`src/aes_pkg.sv`:
```
package aes_pkg;

    // basic widths
    typedef logic [7:0]   byte_t;
    typedef logic [31:0]  word_t;
    typedef logic [127:0] block_t;
    typedef logic [255:0] key_t;
    typedef logic [3:0]   rk_addr_t;
    typedef logic [1:0]   mode_t;

    // host request codes, 3 is reserved
    localparam mode_t MODE_ENC = 2'd0;
    localparam mode_t MODE_DEC = 2'd1;
    localparam mode_t MODE_KEY = 2'd2;

    // aes-256 round structure
    localparam int NUM_ROUNDS     = 14;
    localparam int NUM_ROUND_KEYS = 15;
    localparam int RK_DEPTH       = 16;

    // multiply by x modulo x^8 + x^4 + x^3 + x + 1
    function automatic byte_t xtime(input byte_t b);
        return {b[6:0], 1'b0} ^ (b[7] ? 8'h1b : 8'h00);
    endfunction

    // shift-and-add multiply in gf(2^8)
    function automatic byte_t gf_mul(input byte_t a, input byte_t b);
        byte_t acc;
        byte_t p;
        acc = 8'h00;
        p   = a;
        for (int i = 0; i < 8; i++)
        begin
            if (b[i])
                acc = acc ^ p;
            p = xtime(p);
        end
        return acc;
    endfunction

    // a^254 is the inverse, zero maps to zero
    function automatic byte_t gf_inv(input byte_t a);
        byte_t sq;
        byte_t acc;
        sq  = a;
        acc = 8'h01;
        // collect a^2 * a^4 * ... * a^128
        for (int i = 1; i < 8; i++)
        begin
            sq  = gf_mul(sq, sq);
            acc = gf_mul(acc, sq);
        end
        return acc;
    endfunction

    // forward s-box: inverse, then affine map
    function automatic byte_t sub_byte(input byte_t b);
        byte_t x;
        x = gf_inv(b);
        return x ^ {x[6:0], x[7]} ^ {x[5:0], x[7:6]} ^ {x[4:0], x[7:5]}
                 ^ {x[3:0], x[7:4]} ^ 8'h63;
    endfunction

    // inverse s-box: inverse affine map, then inverse
    function automatic byte_t inv_sub_byte(input byte_t s);
        byte_t x;
        x = {s[6:0], s[7]} ^ {s[4:0], s[7:5]} ^ {s[1:0], s[7:2]} ^ 8'h05;
        return gf_inv(x);
    endfunction

    // one column, coefficients 2 3 1 1
    function automatic word_t mix_column(input word_t w);
        byte_t a [4];
        word_t r;
        for (int i = 0; i < 4; i++)
            a[i] = w[31-8*i -: 8];
        for (int i = 0; i < 4; i++)
            r[31-8*i -: 8] = xtime(a[i]) ^ xtime(a[(i+1)%4]) ^ a[(i+1)%4]
                             ^ a[(i+2)%4] ^ a[(i+3)%4];
        return r;
    endfunction

    // one column, coefficients 14 11 13 9
    function automatic word_t inv_mix_column(input word_t w);
        byte_t a [4];
        word_t r;
        for (int i = 0; i < 4; i++)
            a[i] = w[31-8*i -: 8];
        for (int i = 0; i < 4; i++)
            r[31-8*i -: 8] = gf_mul(a[i], 8'h0e) ^ gf_mul(a[(i+1)%4], 8'h0b)
                             ^ gf_mul(a[(i+2)%4], 8'h0d) ^ gf_mul(a[(i+3)%4], 8'h09);
        return r;
    endfunction

    // round constant for schedule step 1..7
    function automatic byte_t rcon(input logic [2:0] step);
        return 8'h01 << (step - 3'd1);
    endfunction

endpackage

```
`src/aes_round_key_store.sv`:
```
`timescale 1ns/1ps

module aes_round_key_store (
    input  logic              clk,
    input  logic              resetn,
    input  logic              wr_en,
    input  aes_pkg::rk_addr_t wr_addr,
    input  aes_pkg::block_t   wr_data,
    input  aes_pkg::rk_addr_t rd_addr,
    output aes_pkg::block_t   rd_data
);

    // round keys 0..14, top entry spare
    aes_pkg::block_t mem [aes_pkg::RK_DEPTH];

    always_ff @(posedge clk)
    begin
        if (wr_en)
            mem[wr_addr] <= wr_data;
    end

    // registered read, data one cycle after address
    always_ff @(posedge clk or negedge resetn)
    begin
        if (!resetn)
            rd_data <= '0;
        else
            rd_data <= mem[rd_addr];
    end

endmodule

```
`config.mk`:
```
export PLATFORM = sky130hd
export DESIGN_NAME = aes_round_key_store
export DESIGN_NICKNAME = d
export VERILOG_FILES = /design/src/aes_pkg.sv /design/src/aes_round_key_store.sv
export SDC_FILE = /design/constraint.sdc
export NUM_CORES = 1
export LEC_CHECK = 0
export ABC_AREA = 0
export BUFFER_PORTS_ARGS = -buffer_cell sky130_fd_sc_hd__buf_4
export CAP_MARGIN = 30
export CORE_ASPECT_RATIO = 1.75
export CORE_MARGIN = 2
export CORE_UTILIZATION = 50
export DETAILED_ROUTE_END_ITERATION = 10
export HOLD_SLACK_MARGIN = 0.08
export MAX_ROUTING_LAYER = met4
export PLACE_DENSITY = 0.74
export SLEW_MARGIN = 30
export SYNTH_ARGS = -nofsm -noshare
export SYNTH_HDL_FRONTEND = slang
export SYNTH_SLANG_ARGS = --single-unit
export TNS_END_PERCENT = 100
```
`constraint.sdc`:
```
create_clock -name clk -period 1.67 [get_ports clk]
set_input_delay 0.167 -clock clk [delete_from_list [all_inputs] [get_ports clk]]
set_output_delay 0.167 -clock clk [all_outputs]
set_load 0.01 [all_outputs]
```
==> qor.txt <==
CP startpoint kind - flop
family with the most delay on the worst path - flip-flops
CP required - 1.50 ns
PwrDens - 1170 nW/um^2
Final Cell Area - 97000 um^2
Via density - 6.07
Peak VDD IR - 0.932 mV
Max-Slew Margin vs Limit - 0.401
fin crit period - 1.63 ns
final hold viol count - 0
RSZ-0062 raised after global routing - no
Post-CTS Setup Bufs - 0
Starting DRT DRC Count - 4073
Root Buffer - clkbuf_16
FF+latch count, synth - 2176
RePlAce Congestion - 0.792
top cells by count, synth - edfxtp_1 (2048), mux4_2 (479), a22oi_1 (216)
CTS Sinks - 2176
share of layout cells above drive strength 1 - 0.352
I/O pin count - 267
Non-Filler Instances - 6403
outcome - finished, final reports clean
clock tree buffer depth - 4
Syn-to-layout area delta - 21.0%
initial antenna violation count - 20
Min-Delay Path Class - in2reg
Nets - 4316
die area - 164000 um^2
placed cell area - 89100 um^2
Seq/Total Area, Yosys - 0.808
top post-synthesis cells by area - edfxtp_1 (77%), mux4_2 (13%), dfrtp_1 (4.0%), a22oi_1 (2.0%), mux2_2 (0.83%)
CP max-delay cell - dfrtp_1
Bufs and invs on worst path - 1
CTS tree - built
Finish-stage setup viols - 0
die width - 307 um
clk_skew - 0.0389 ns
Synthesized Nets - 3493
Mapped Cells - 3354
Mean Syn Cell Area - 23.9 um^2
Detailed Place HPWL - 120000 um
Filler cells - 10.6k
Yosys warning count - 0
final wirelength - 191000 um
final period utilization - 0.975
gr usage total - 0.243
storage element area - 64700 um^2
core area - 159000 um^2
largest net degree at the start of global routing - 41
IO buf count - 266
Tightest Pin Transition - 0.895 ns
clock-pin transition on the worst setup and hold timing paths - 0.07 ns
placed cells - 5906
mapped cell area - 80100 um^2
multi-input logic area - 14700 um^2
WL/cell - 29.9 um
grt total ovfl - 0
First-pass DRT Iterations - 6
largest stage delay on the critical path - 0.46 ns
ys flop type - edfxtp_1
Cell variety after synth - 26
Synth top area share - 0.768
top-count cell post-synth - edfxtp_1
Crit. End Element - primary output
max cap viols - 0
P_leak - 32.2 nW
Slew Limit Fails - 0
worst-path cell chain - buf_4
vias in the first global route - 41.0k
Worst Path Max Fanout - 1
Skew-Pair Late Insertion Delay - 0.83 ns
leading area contributor after synthesis - edfxtp_1
Die Ht - 534 um
critical path type - reg2out
Initial Util - 0.502
first-pass GRT wire length - 279000 um
Pwr Total - 0.114 W
Fmax - 614 MHz
via count - 38.9k
Rows - 194
CTS Buf Count - 188
ys async rst share - 0.0588
Util after Layout - 0.608
DRC viols - 0
Antenna Nets Post-Route - 0
critical path arrival - 1.46 ns
Post-synth EDFFs - 2048
H-tree levels - 4
final cells by class:
cell class	instances	share of cell area
Clock buffer	232	0.0524
Timing Repair Buffer	810	0.0883
Tap cell	2058	0.0266
Multi-Input combinational cell	1001	0.152
Sequential cell	2176	0.667
Clock inverter	109	0.0132
Antenna cell	17	0.000439
cell usage in the layout, fill, tap and decap left out, types with 2 or more instances in the layout:
master,instances
bufinv_16,28
a221oi_1,11
o221ai_1,22
dfrtp_1,123
buf_12,167
inv_6,4
nand3b_1,2
diode_2,17
nor2b_4,3
and2_1,2
dfrtp_2,5
clkinvlp_4,8
nor3_4,4
nand2b_1,15
nor2_4,13
nor2b_1,24
clkinv_2,34
clkbuf_8,14
buf_4,500
buf_8,2
clkinv_8,3
mux4_2,479
mux2i_1,25
o22a_1,7
edfxtp_1,2048
o21ai_0,15
dlygate4sd3_1,138
clkinv_1,31
clkbuf_1,27
nand2_1,97
mux2_2,59
a22oi_1,215
clkbuf_16,192
worst register-to-register path: cells and delay by family (launching register included):
family	cells	cell delay, ns
mux	1	0.49
compound gates	1	0.48
flops	1	0.36
simple gates	1	0.13
routing by layer:
metal / track usage / part of all wire / up-vias
met5: - / 0 / -
met4: 0.0811 / 0.035 / 0
met3: 0.0312 / 0.070 / 397
met2: 0.422 / 0.54 / 1790
met1: 0.295 / 0.36 / 20700
li1: - / - / 16000
per-stage QoR:
step	TNS [ns]	hold WS [ns]	setup slack (ns)
floorplan	-3112.37	-0.129	-2.48
global placement	-55.89	0.175	-0.295
global route	0	0.187	0.00149
CTS	0	0.122	0.000919
detailed placement	-64.88	0.186	-0.330
finish	0	0.173	0.0410
logic make-up (layout without fill, tap and decap cells):
kind of cell / Yosys count / in the layout / synth area share
other: 0 / 17 / 0
AND/OR/NAND/NOR: 167 / 167 / 0.00953
buffers and inverters: 177 / 1151 / 0.0113
flip-flops: 2176 / 2176 / 0.808
multiplexers: 563 / 563 / 0.146
AO/OA/AOI/OAI: 271 / 271 / 0.0255
path summary, 6_finish.rpt:
| kind | start | end | slack [ns] | cells past startpoint |
|---|---|---|---|---|
| max | rd_data[58]$_DFF_PN0_ | rd_data[58] | 0.04 | 1 |
| min | rd_addr[0] | rd_data[96]$_DFF_PN0_ | 0.17 | 5 |
| max reg2reg | mem[3][19]$_DFFE_PP_ | rd_data[19]$_DFF_PN0_ | 0.10 | 3 |
| min reg2reg | mem[10][113]$_DFFE_PP_ | rd_data[113]$_DFF_PN0_ | 0.65 | 3 |
| max in group asynchronous | resetn | rd_data[15]$_DFF_PN0_ | 0.69 | 4 |
| min in group asynchronous | resetn | rd_data[73]$_DFF_PN0_ | 0.65 | 4 |
sequential cells by signal, indices dropped and copies added, names as in the netlist:
| name | cells |
|---|---|
| rd_data | 128 |
| mem | 2048 |
power by group:
group,total (W),switching [W],internal (W)
Combinational,0.00690,0.00365,0.00325
Clock,0.0451,0.0192,0.0260
Sequential,0.0616,0.000537,0.0610
repair_timing:
item / CTS / global route
pin swaps: 0 / 0
gates resized for setup: 4 / 2
endpoints found under the setup margin: 4 / 2
hold buffers: 139 / 0
hold endpoints to repair: 2261 / 0
No activity file was read; power rests on OpenSTA's default activity.
