$ cat src/aes_pkg.sv
package aes_pkg;

    // basic widths
    typedef logic [7:0]   byte_t;
    typedef logic [31:0]  word_t;
    typedef logic [127:0] block_t;
    typedef logic [255:0] key_t;
    typedef logic [3:0]   rk_addr_t;
    typedef logic [1:0]   mode_t;

    // host request codes, 3 is reserved
    localparam mode_t MODE_ENC = 2'd0;
    localparam mode_t MODE_DEC = 2'd1;
    localparam mode_t MODE_KEY = 2'd2;

    // aes-256 round structure
    localparam int NUM_ROUNDS     = 14;
    localparam int NUM_ROUND_KEYS = 15;
    localparam int RK_DEPTH       = 16;

    // multiply by x modulo x^8 + x^4 + x^3 + x + 1
    function automatic byte_t xtime(input byte_t b);
        return {b[6:0], 1'b0} ^ (b[7] ? 8'h1b : 8'h00);
    endfunction

    // shift-and-add multiply in gf(2^8)
    function automatic byte_t gf_mul(input byte_t a, input byte_t b);
        byte_t acc;
        byte_t p;
        acc = 8'h00;
        p   = a;
        for (int i = 0; i < 8; i++)
        begin
            if (b[i])
                acc = acc ^ p;
            p = xtime(p);
        end
        return acc;
    endfunction

    // a^254 is the inverse, zero maps to zero
    function automatic byte_t gf_inv(input byte_t a);
        byte_t sq;
        byte_t acc;
        sq  = a;
        acc = 8'h01;
        // collect a^2 * a^4 * ... * a^128
        for (int i = 1; i < 8; i++)
        begin
            sq  = gf_mul(sq, sq);
            acc = gf_mul(acc, sq);
        end
        return acc;
    endfunction

    // forward s-box: inverse, then affine map
    function automatic byte_t sub_byte(input byte_t b);
        byte_t x;
        x = gf_inv(b);
        return x ^ {x[6:0], x[7]} ^ {x[5:0], x[7:6]} ^ {x[4:0], x[7:5]}
                 ^ {x[3:0], x[7:4]} ^ 8'h63;
    endfunction

    // inverse s-box: inverse affine map, then inverse
    function automatic byte_t inv_sub_byte(input byte_t s);
        byte_t x;
        x = {s[6:0], s[7]} ^ {s[4:0], s[7:5]} ^ {s[1:0], s[7:2]} ^ 8'h05;
        return gf_inv(x);
    endfunction

    // one column, coefficients 2 3 1 1
    function automatic word_t mix_column(input word_t w);
        byte_t a [4];
        word_t r;
        for (int i = 0; i < 4; i++)
            a[i] = w[31-8*i -: 8];
        for (int i = 0; i < 4; i++)
            r[31-8*i -: 8] = xtime(a[i]) ^ xtime(a[(i+1)%4]) ^ a[(i+1)%4]
                             ^ a[(i+2)%4] ^ a[(i+3)%4];
        return r;
    endfunction

    // one column, coefficients 14 11 13 9
    function automatic word_t inv_mix_column(input word_t w);
        byte_t a [4];
        word_t r;
        for (int i = 0; i < 4; i++)
            a[i] = w[31-8*i -: 8];
        for (int i = 0; i < 4; i++)
            r[31-8*i -: 8] = gf_mul(a[i], 8'h0e) ^ gf_mul(a[(i+1)%4], 8'h0b)
                             ^ gf_mul(a[(i+2)%4], 8'h0d) ^ gf_mul(a[(i+3)%4], 8'h09);
        return r;
    endfunction

    // round constant for schedule step 1..7
    function automatic byte_t rcon(input logic [2:0] step);
        return 8'h01 << (step - 3'd1);
    endfunction

endpackage

$ cat src/aes_key_expand.sv
`timescale 1ns/1ps

module aes_key_expand (
    input  logic              clk,
    input  logic              resetn,
    input  logic              start,
    input  aes_pkg::key_t     key,
    output aes_pkg::block_t   round_key,
    output aes_pkg::rk_addr_t rk_index,
    output logic              rk_valid,
    output logic              done
);

    // window of eight words: round key k and k+1
    aes_pkg::block_t win_old;
    aes_pkg::block_t win_new;
    aes_pkg::word_t  temp;
    aes_pkg::block_t expanded;

    function automatic aes_pkg::word_t sub_word(input aes_pkg::word_t w);
        return {aes_pkg::sub_byte(w[31:24]), aes_pkg::sub_byte(w[23:16]),
                aes_pkg::sub_byte(w[15:8]), aes_pkg::sub_byte(w[7:0])};
    endfunction

    // round key k+2 from k and k+1
    always_comb
    begin
        // k+2 even: rotword, subword and rcon on the last word
        if (!rk_index[0])
            temp = sub_word({win_new[23:0], win_new[31:24]})
                   ^ {aes_pkg::rcon(rk_index[3:1] + 3'd1), 24'h000000};
        // odd: subword only
        else
            temp = sub_word(win_new[31:0]);
        expanded[127:96] = win_old[127:96] ^ temp;
        expanded[95:64]  = win_old[95:64]  ^ expanded[127:96];
        expanded[63:32]  = win_old[63:32]  ^ expanded[95:64];
        expanded[31:0]   = win_old[31:0]   ^ expanded[63:32];
    end

    // sequencing, one round key per cycle
    always_ff @(posedge clk or negedge resetn)
    begin
        if (!resetn)
        begin
            rk_valid <= 1'b0;
            rk_index <= '0;
            done     <= 1'b0;
        end
        else
        begin
            done <= 1'b0;
            if (start)
            begin
                rk_valid <= 1'b1;
                rk_index <= '0;
            end
            else if (rk_valid)
            begin
                // last key goes out this cycle
                if (rk_index == aes_pkg::rk_addr_t'(aes_pkg::NUM_ROUND_KEYS - 1))
                begin
                    rk_valid <= 1'b0;
                    done     <= 1'b1;
                end
                else
                begin
                    rk_index <= rk_index + 1'b1;
                end
            end
        end
    end

    // key halves are round keys 0 and 1
    always_ff @(posedge clk)
    begin
        if (start)
        begin
            win_old <= key[255:128];
            win_new <= key[127:0];
        end
        else if (rk_valid)
        begin
            win_old <= win_new;
            win_new <= expanded;
        end
    end

    assign round_key = win_old;

endmodule

$ cat config.mk
export PLATFORM = sky130hd
export DESIGN_NAME = aes_key_expand
export DESIGN_NICKNAME = d
export VERILOG_FILES = /design/src/aes_pkg.sv /design/src/aes_key_expand.sv
export SDC_FILE = /design/constraint.sdc
export NUM_CORES = 2
export LEC_CHECK = 0
export ABC_CLOCK_PERIOD_IN_PS = 16700
export BUFFER_PORTS_ARGS = -buffer_cell sky130_fd_sc_hd__clkbuf_2
export CAP_MARGIN = 10
export CORE_ASPECT_RATIO = 1.1
export CORE_UTILIZATION = 59
export DETAILED_ROUTE_END_ITERATION = 7
export PLACE_DENSITY = 0.9
export SLEW_MARGIN = 20
export SYNTH_ARGS = -nofsm -noshare
export SYNTH_HDL_FRONTEND = slang
export SYNTH_SLANG_ARGS = --single-unit
$ cat constraint.sdc
create_clock -name clk -period 16.7 [get_ports clk]
set_input_delay 1.67 -clock clk [delete_from_list [all_inputs] [get_ports clk]]
set_output_delay 1.67 -clock clk [all_outputs]
set_load 0.005 [all_outputs]
==> flow_results.org <==
** Status
- The flow ran to the end, and the final reports show no timing, DRC or antenna violations.

** Timing
- Actual slew at the worst max-slew pin :: 1070 ps
- Headroom to the max-slew limit :: about 28%
- In the final timing run, aggregate negative setup slack is 0 ps.
- The final number of hold-violating endpoints was 0.
- Of the available clock period, the critical path in the final layout requires 98.1%.
- On the final layout, the worst clock skew is between 40 and 50 ps.
- Total of endpoints with negative setup slack in the final report :: 0
- The worst path needs about 16000 ps of the cycle, external delays included.
- Based on the critical path, the design can be clocked at up to a little over 60 MHz.
- The count of pins over their slew limit was 0.

** Floorplanning
- The floorplan step set the die width to 326 µm.
- The die covers 117000 µm².
- Boundary Pins :: about 390
- Standard-cell row count :: 130
- Initial core utilization :: 59.6%
- Vert. Die Dim :: 359 µm
- The region available for standard cell placement spans 115000 µm².

** Critical path
- Most used cell along the critical path :: sky130_fd_sc_hd__xnor2_1
- The worst setup path is captured at a flop.
- Of all nets on the critical path, the largest fanout is 15.
- The largest individual stage delay along the critical path comes from the cell sky130_fd_sc_hd__xnor3_1.
- The critical path in this run is classified as flop to flop.
- The worst setup path is launched from a flop.
- Endpoint arrival time on the critical path :: ~17000 ps
- CP peak stage delay :: 780 ps
- For the worst setup path, the data required time is 16980 ps.

** Logic synthesis
- Number of nets produced by synthesis :: a little under 9000
- Adder-cell area share of the yosys netlist :: 0.414%
- Count of flip-flops with a built-in enable after synthesis :: 256
- Mapped Cells :: roughly 8500
- Async S/R FF share, synth :: under 10%
- The netlist uses 133 different library cells.
- Among all flip-flop cells after synthesis, the most frequent one is sky130_fd_sc_hd__edfxtp_1.
- Post-synthesis simple-gate area fraction :: 17.7%
- By area the synthesized netlist is led by sky130_fd_sc_hd__xnor2_1, sky130_fd_sc_hd__edfxtp_1, sky130_fd_sc_hd__xnor3_1, sky130_fd_sc_hd__xor2_1, sky130_fd_sc_hd__nor2_1.
- sky130_fd_sc_hd__xnor2_1 is the most common cell in the netlist.
- By count the netlist is led by sky130_fd_sc_hd__xnor2_1, sky130_fd_sc_hd__nor2_1, sky130_fd_sc_hd__nand2_1, sky130_fd_sc_hd__xor2_1, sky130_fd_sc_hd__a21oi_1.
- Fraction of the mapped netlist area in compound gates :: 15.2%
- In this run the cell area of the synthesized design comes to 68200 µm².
- Of the post-synthesis cell area, the dominant cell type holds 22.1%.
- Biggest area consumer among synthesized cells :: sky130_fd_sc_hd__xnor2_1
- The Yosys step of the flow raised 0 warnings.
- Dominant combinational cell family by area after synthesis :: XOR/XNOR gates
- Counting flops and latches in the post-synthesis netlist gives between 200 and 300.
- Synthesized area per cell :: 8.06 µm²
- The synthesized netlist devotes 44.5% of its cell area to XOR and XNOR gates.
- Of the post-synthesis cell area, the part taken by muxes is between 6 and 7%.
- Share of synthesized area occupied by flip-flops and latches :: 11.5%

** Detailed routing
- Detailed-routing iteration count for the pre-antenna-repair pass :: 6
- In the routed layout, each cell is associated on average with a via count of 6.28.
- Number of routed nets with antenna violations :: 0
- After detailed routing, the number of remaining DRC violations is 0.
- The final layout contains routed wiring with a total length of 224 mm.
- Total number of vias :: 65700
- For this block, the initial DRC count from the detailed router was about 7800.
- Wire length per cell after detailed routing :: 21.4 µm

** Clocking
- Number of buffers inserted for hold repair after clock tree synthesis :: 0
- For this design, the sink count on the clock tree is 262.
- The clock passes through at most 3 buffers.
- Worst-skew pair later-pin latency :: between 600 and 700 ps
- Root Driver :: sky130_fd_sc_hd__clkbuf_16
- CTS tree :: done
- Clock transition at path regs :: 80 ps
- # H-tree levels :: 1
- Clock buffer count from CTS :: 31

** Placement
- The wire-length estimate of the detail-placed layout is 167 mm.
- The congestion estimate from routability-driven global placement came to 1.01.
- The count of buffers added on input and output ports is 392.

** Finish
- Compared with the post-synthesis result, the final layout area differs by 13.2%.
- The layout has 9029 filler cells.
- Nets@finish :: between 9000 and 10000
- Cells with a size suffix above 1 make up ~20% of the layout.

** Global route
- GR Overflow Total :: 0
- Initial antenna violation count :: 21
- The first global-routing pass estimated 341 mm of wire.
- The number of global-route vias before repair came to ~60000.
- Entering global routing, the biggest net connects 92 pins.
- All-layer global routing usage :: 35.9%

** Run
- Maximum capacitance violations :: 0

** Min path
- The min-delay analysis places its worst path in the category flop to flop.
-- flip-flops by register name, summed over array words and instances (netlist names) --
name and cells:
round_key 128, win_new 128, rk_index 4, done 1, rk_valid 1
-- critical path: cells and delay by family (launching register included) --
| kind | cells | cell delay [ps] |
|---|---|---|
| buffers and inverters | 3 | 720 |
| AO/OA/AOI/OAI | 17 | 4890 |
| flip-flops | 1 | 530 |
| XOR/XNOR | 16 | 4970 |
| multiplexers | 7 | 2120 |
| AND/OR/NAND/NOR | 12 | 2760 |
-- routing by layer --
| layer | wire (µm) | global-route usage [%] | share of wire [%] | up-vias |
|---|---|---|---|---|
| met1 | 84500 | 44.4 | 38 | 31100 |
| li1 | - | - | - | 30000 |
| met4 | 12200 | 17.8 | 5.5 | 18 |
| met5 | 135 | 0 | 0.060 | - |
| met2 | 105000 | 60.5 | 47 | 3817 |
| met3 | 22100 | 6.20 | 9.9 | 717 |
-- cell type report --
type	count	area, µm²	share of cell area [%]
Multi-Input combinational cell	7540	59700	77.3
Sequential cell	262	7840	10.1
Timing Repair Buffer	964	6430	8.32
Tap cell	1518	1900	2.46
Clock buffer	35	791	1.02
Inverter	110	417	0.539
Clock inverter	20	160	0.207
Antenna cell	9	22.5	0.0291
-- final timing paths --
path | cells past startpoint | endpoint | startpoint | slack [ps]
worst min-delay path | 1 | round_key[110] | win_new[110] | 540
worst max register to register | 55 | win_new[26] | win_new[22] | 310
max in group asynchronous | 1 | rk_index[0] | resetn | 15630
min in group asynchronous | 1 | rk_index[2] | resetn | 870
worst max-delay path | 55 | win_new[26] | win_new[22] | 310
worst min register to register | 1 | round_key[110] | win_new[110] | 540
-- through the flow --
step	std cells	util, %	worst slack (ps)	cell area [µm²]	hold WS, ps
2_1_floorplan	8470	-	736	68200	525
3_3_place_gp	10300	64.2	-365	73500	526
3_5_place_dp	10300	64.2	-736	73500	534
4_1_cts	10300	65.4	7.80	74900	539
5_1_grt	10500	67.5	-515	77300	547
6_report	10500	67.5	312	77300	535
-- kinds of logic (layout without fill, tap and decap cells) --
family                     Yosys count  after routing
xor gates and xnor gates          2742           2743
DFF                                262            262
other                                0              9
buffers and inverters              669           1129
AOI/OAI and AO/OA                 1582           1582
adders and majority gates           23             23
and+or+nand+nor                   2781           2781
muxes                              411            411
-- placed cells by master, fill, tap and decap left out, types with 36 or more instances in the layout --
cell type and n:
sky130_fd_sc_hd__mux2_2 207, sky130_fd_sc_hd__xor3_1 38, sky130_fd_sc_hd__o21ai_0 325, sky130_fd_sc_hd__buf_4 557, sky130_fd_sc_hd__inv_1 90, sky130_fd_sc_hd__xnor3_2 36, sky130_fd_sc_hd__xor2_2 74, sky130_fd_sc_hd__and2_1 40
sky130_fd_sc_hd__a21oi_1 399, sky130_fd_sc_hd__o211ai_1 65, sky130_fd_sc_hd__nor3_1 180, sky130_fd_sc_hd__xnor2_2 198, sky130_fd_sc_hd__a211oi_1 53, sky130_fd_sc_hd__o22ai_1 103, sky130_fd_sc_hd__nand2b_1 68, sky130_fd_sc_hd__nand3_1 198
sky130_fd_sc_hd__o21ai_1 64, sky130_fd_sc_hd__nand2_1 899, sky130_fd_sc_hd__a22oi_1 43, sky130_fd_sc_hd__xnor2_1 1598, sky130_fd_sc_hd__clkbuf_2 391, sky130_fd_sc_hd__nor2b_1 55, sky130_fd_sc_hd__xnor2_4 57, sky130_fd_sc_hd__nor2_1 1101
sky130_fd_sc_hd__xnor3_1 237, sky130_fd_sc_hd__a31oi_1 64, sky130_fd_sc_hd__xor2_1 467, sky130_fd_sc_hd__mux2i_1 181, sky130_fd_sc_hd__edfxtp_1 256
-- what timing repair did --
| item | in CTS | in global routing |
|---|---|---|
| setup endpoints to repair | 87 | 127 |
| hold endpoints to repair | 0 | 0 |
| pin swaps | 7 | 58 |
| gates resized for setup | 49 | 211 |
| gates cloned | 1 | 0 |
| buffers inserted | 10 | 108 |
Power is left out: the tool's default activity adds up to more than one toggle a clock period on the data nets, which glitch-free logic cannot reach.
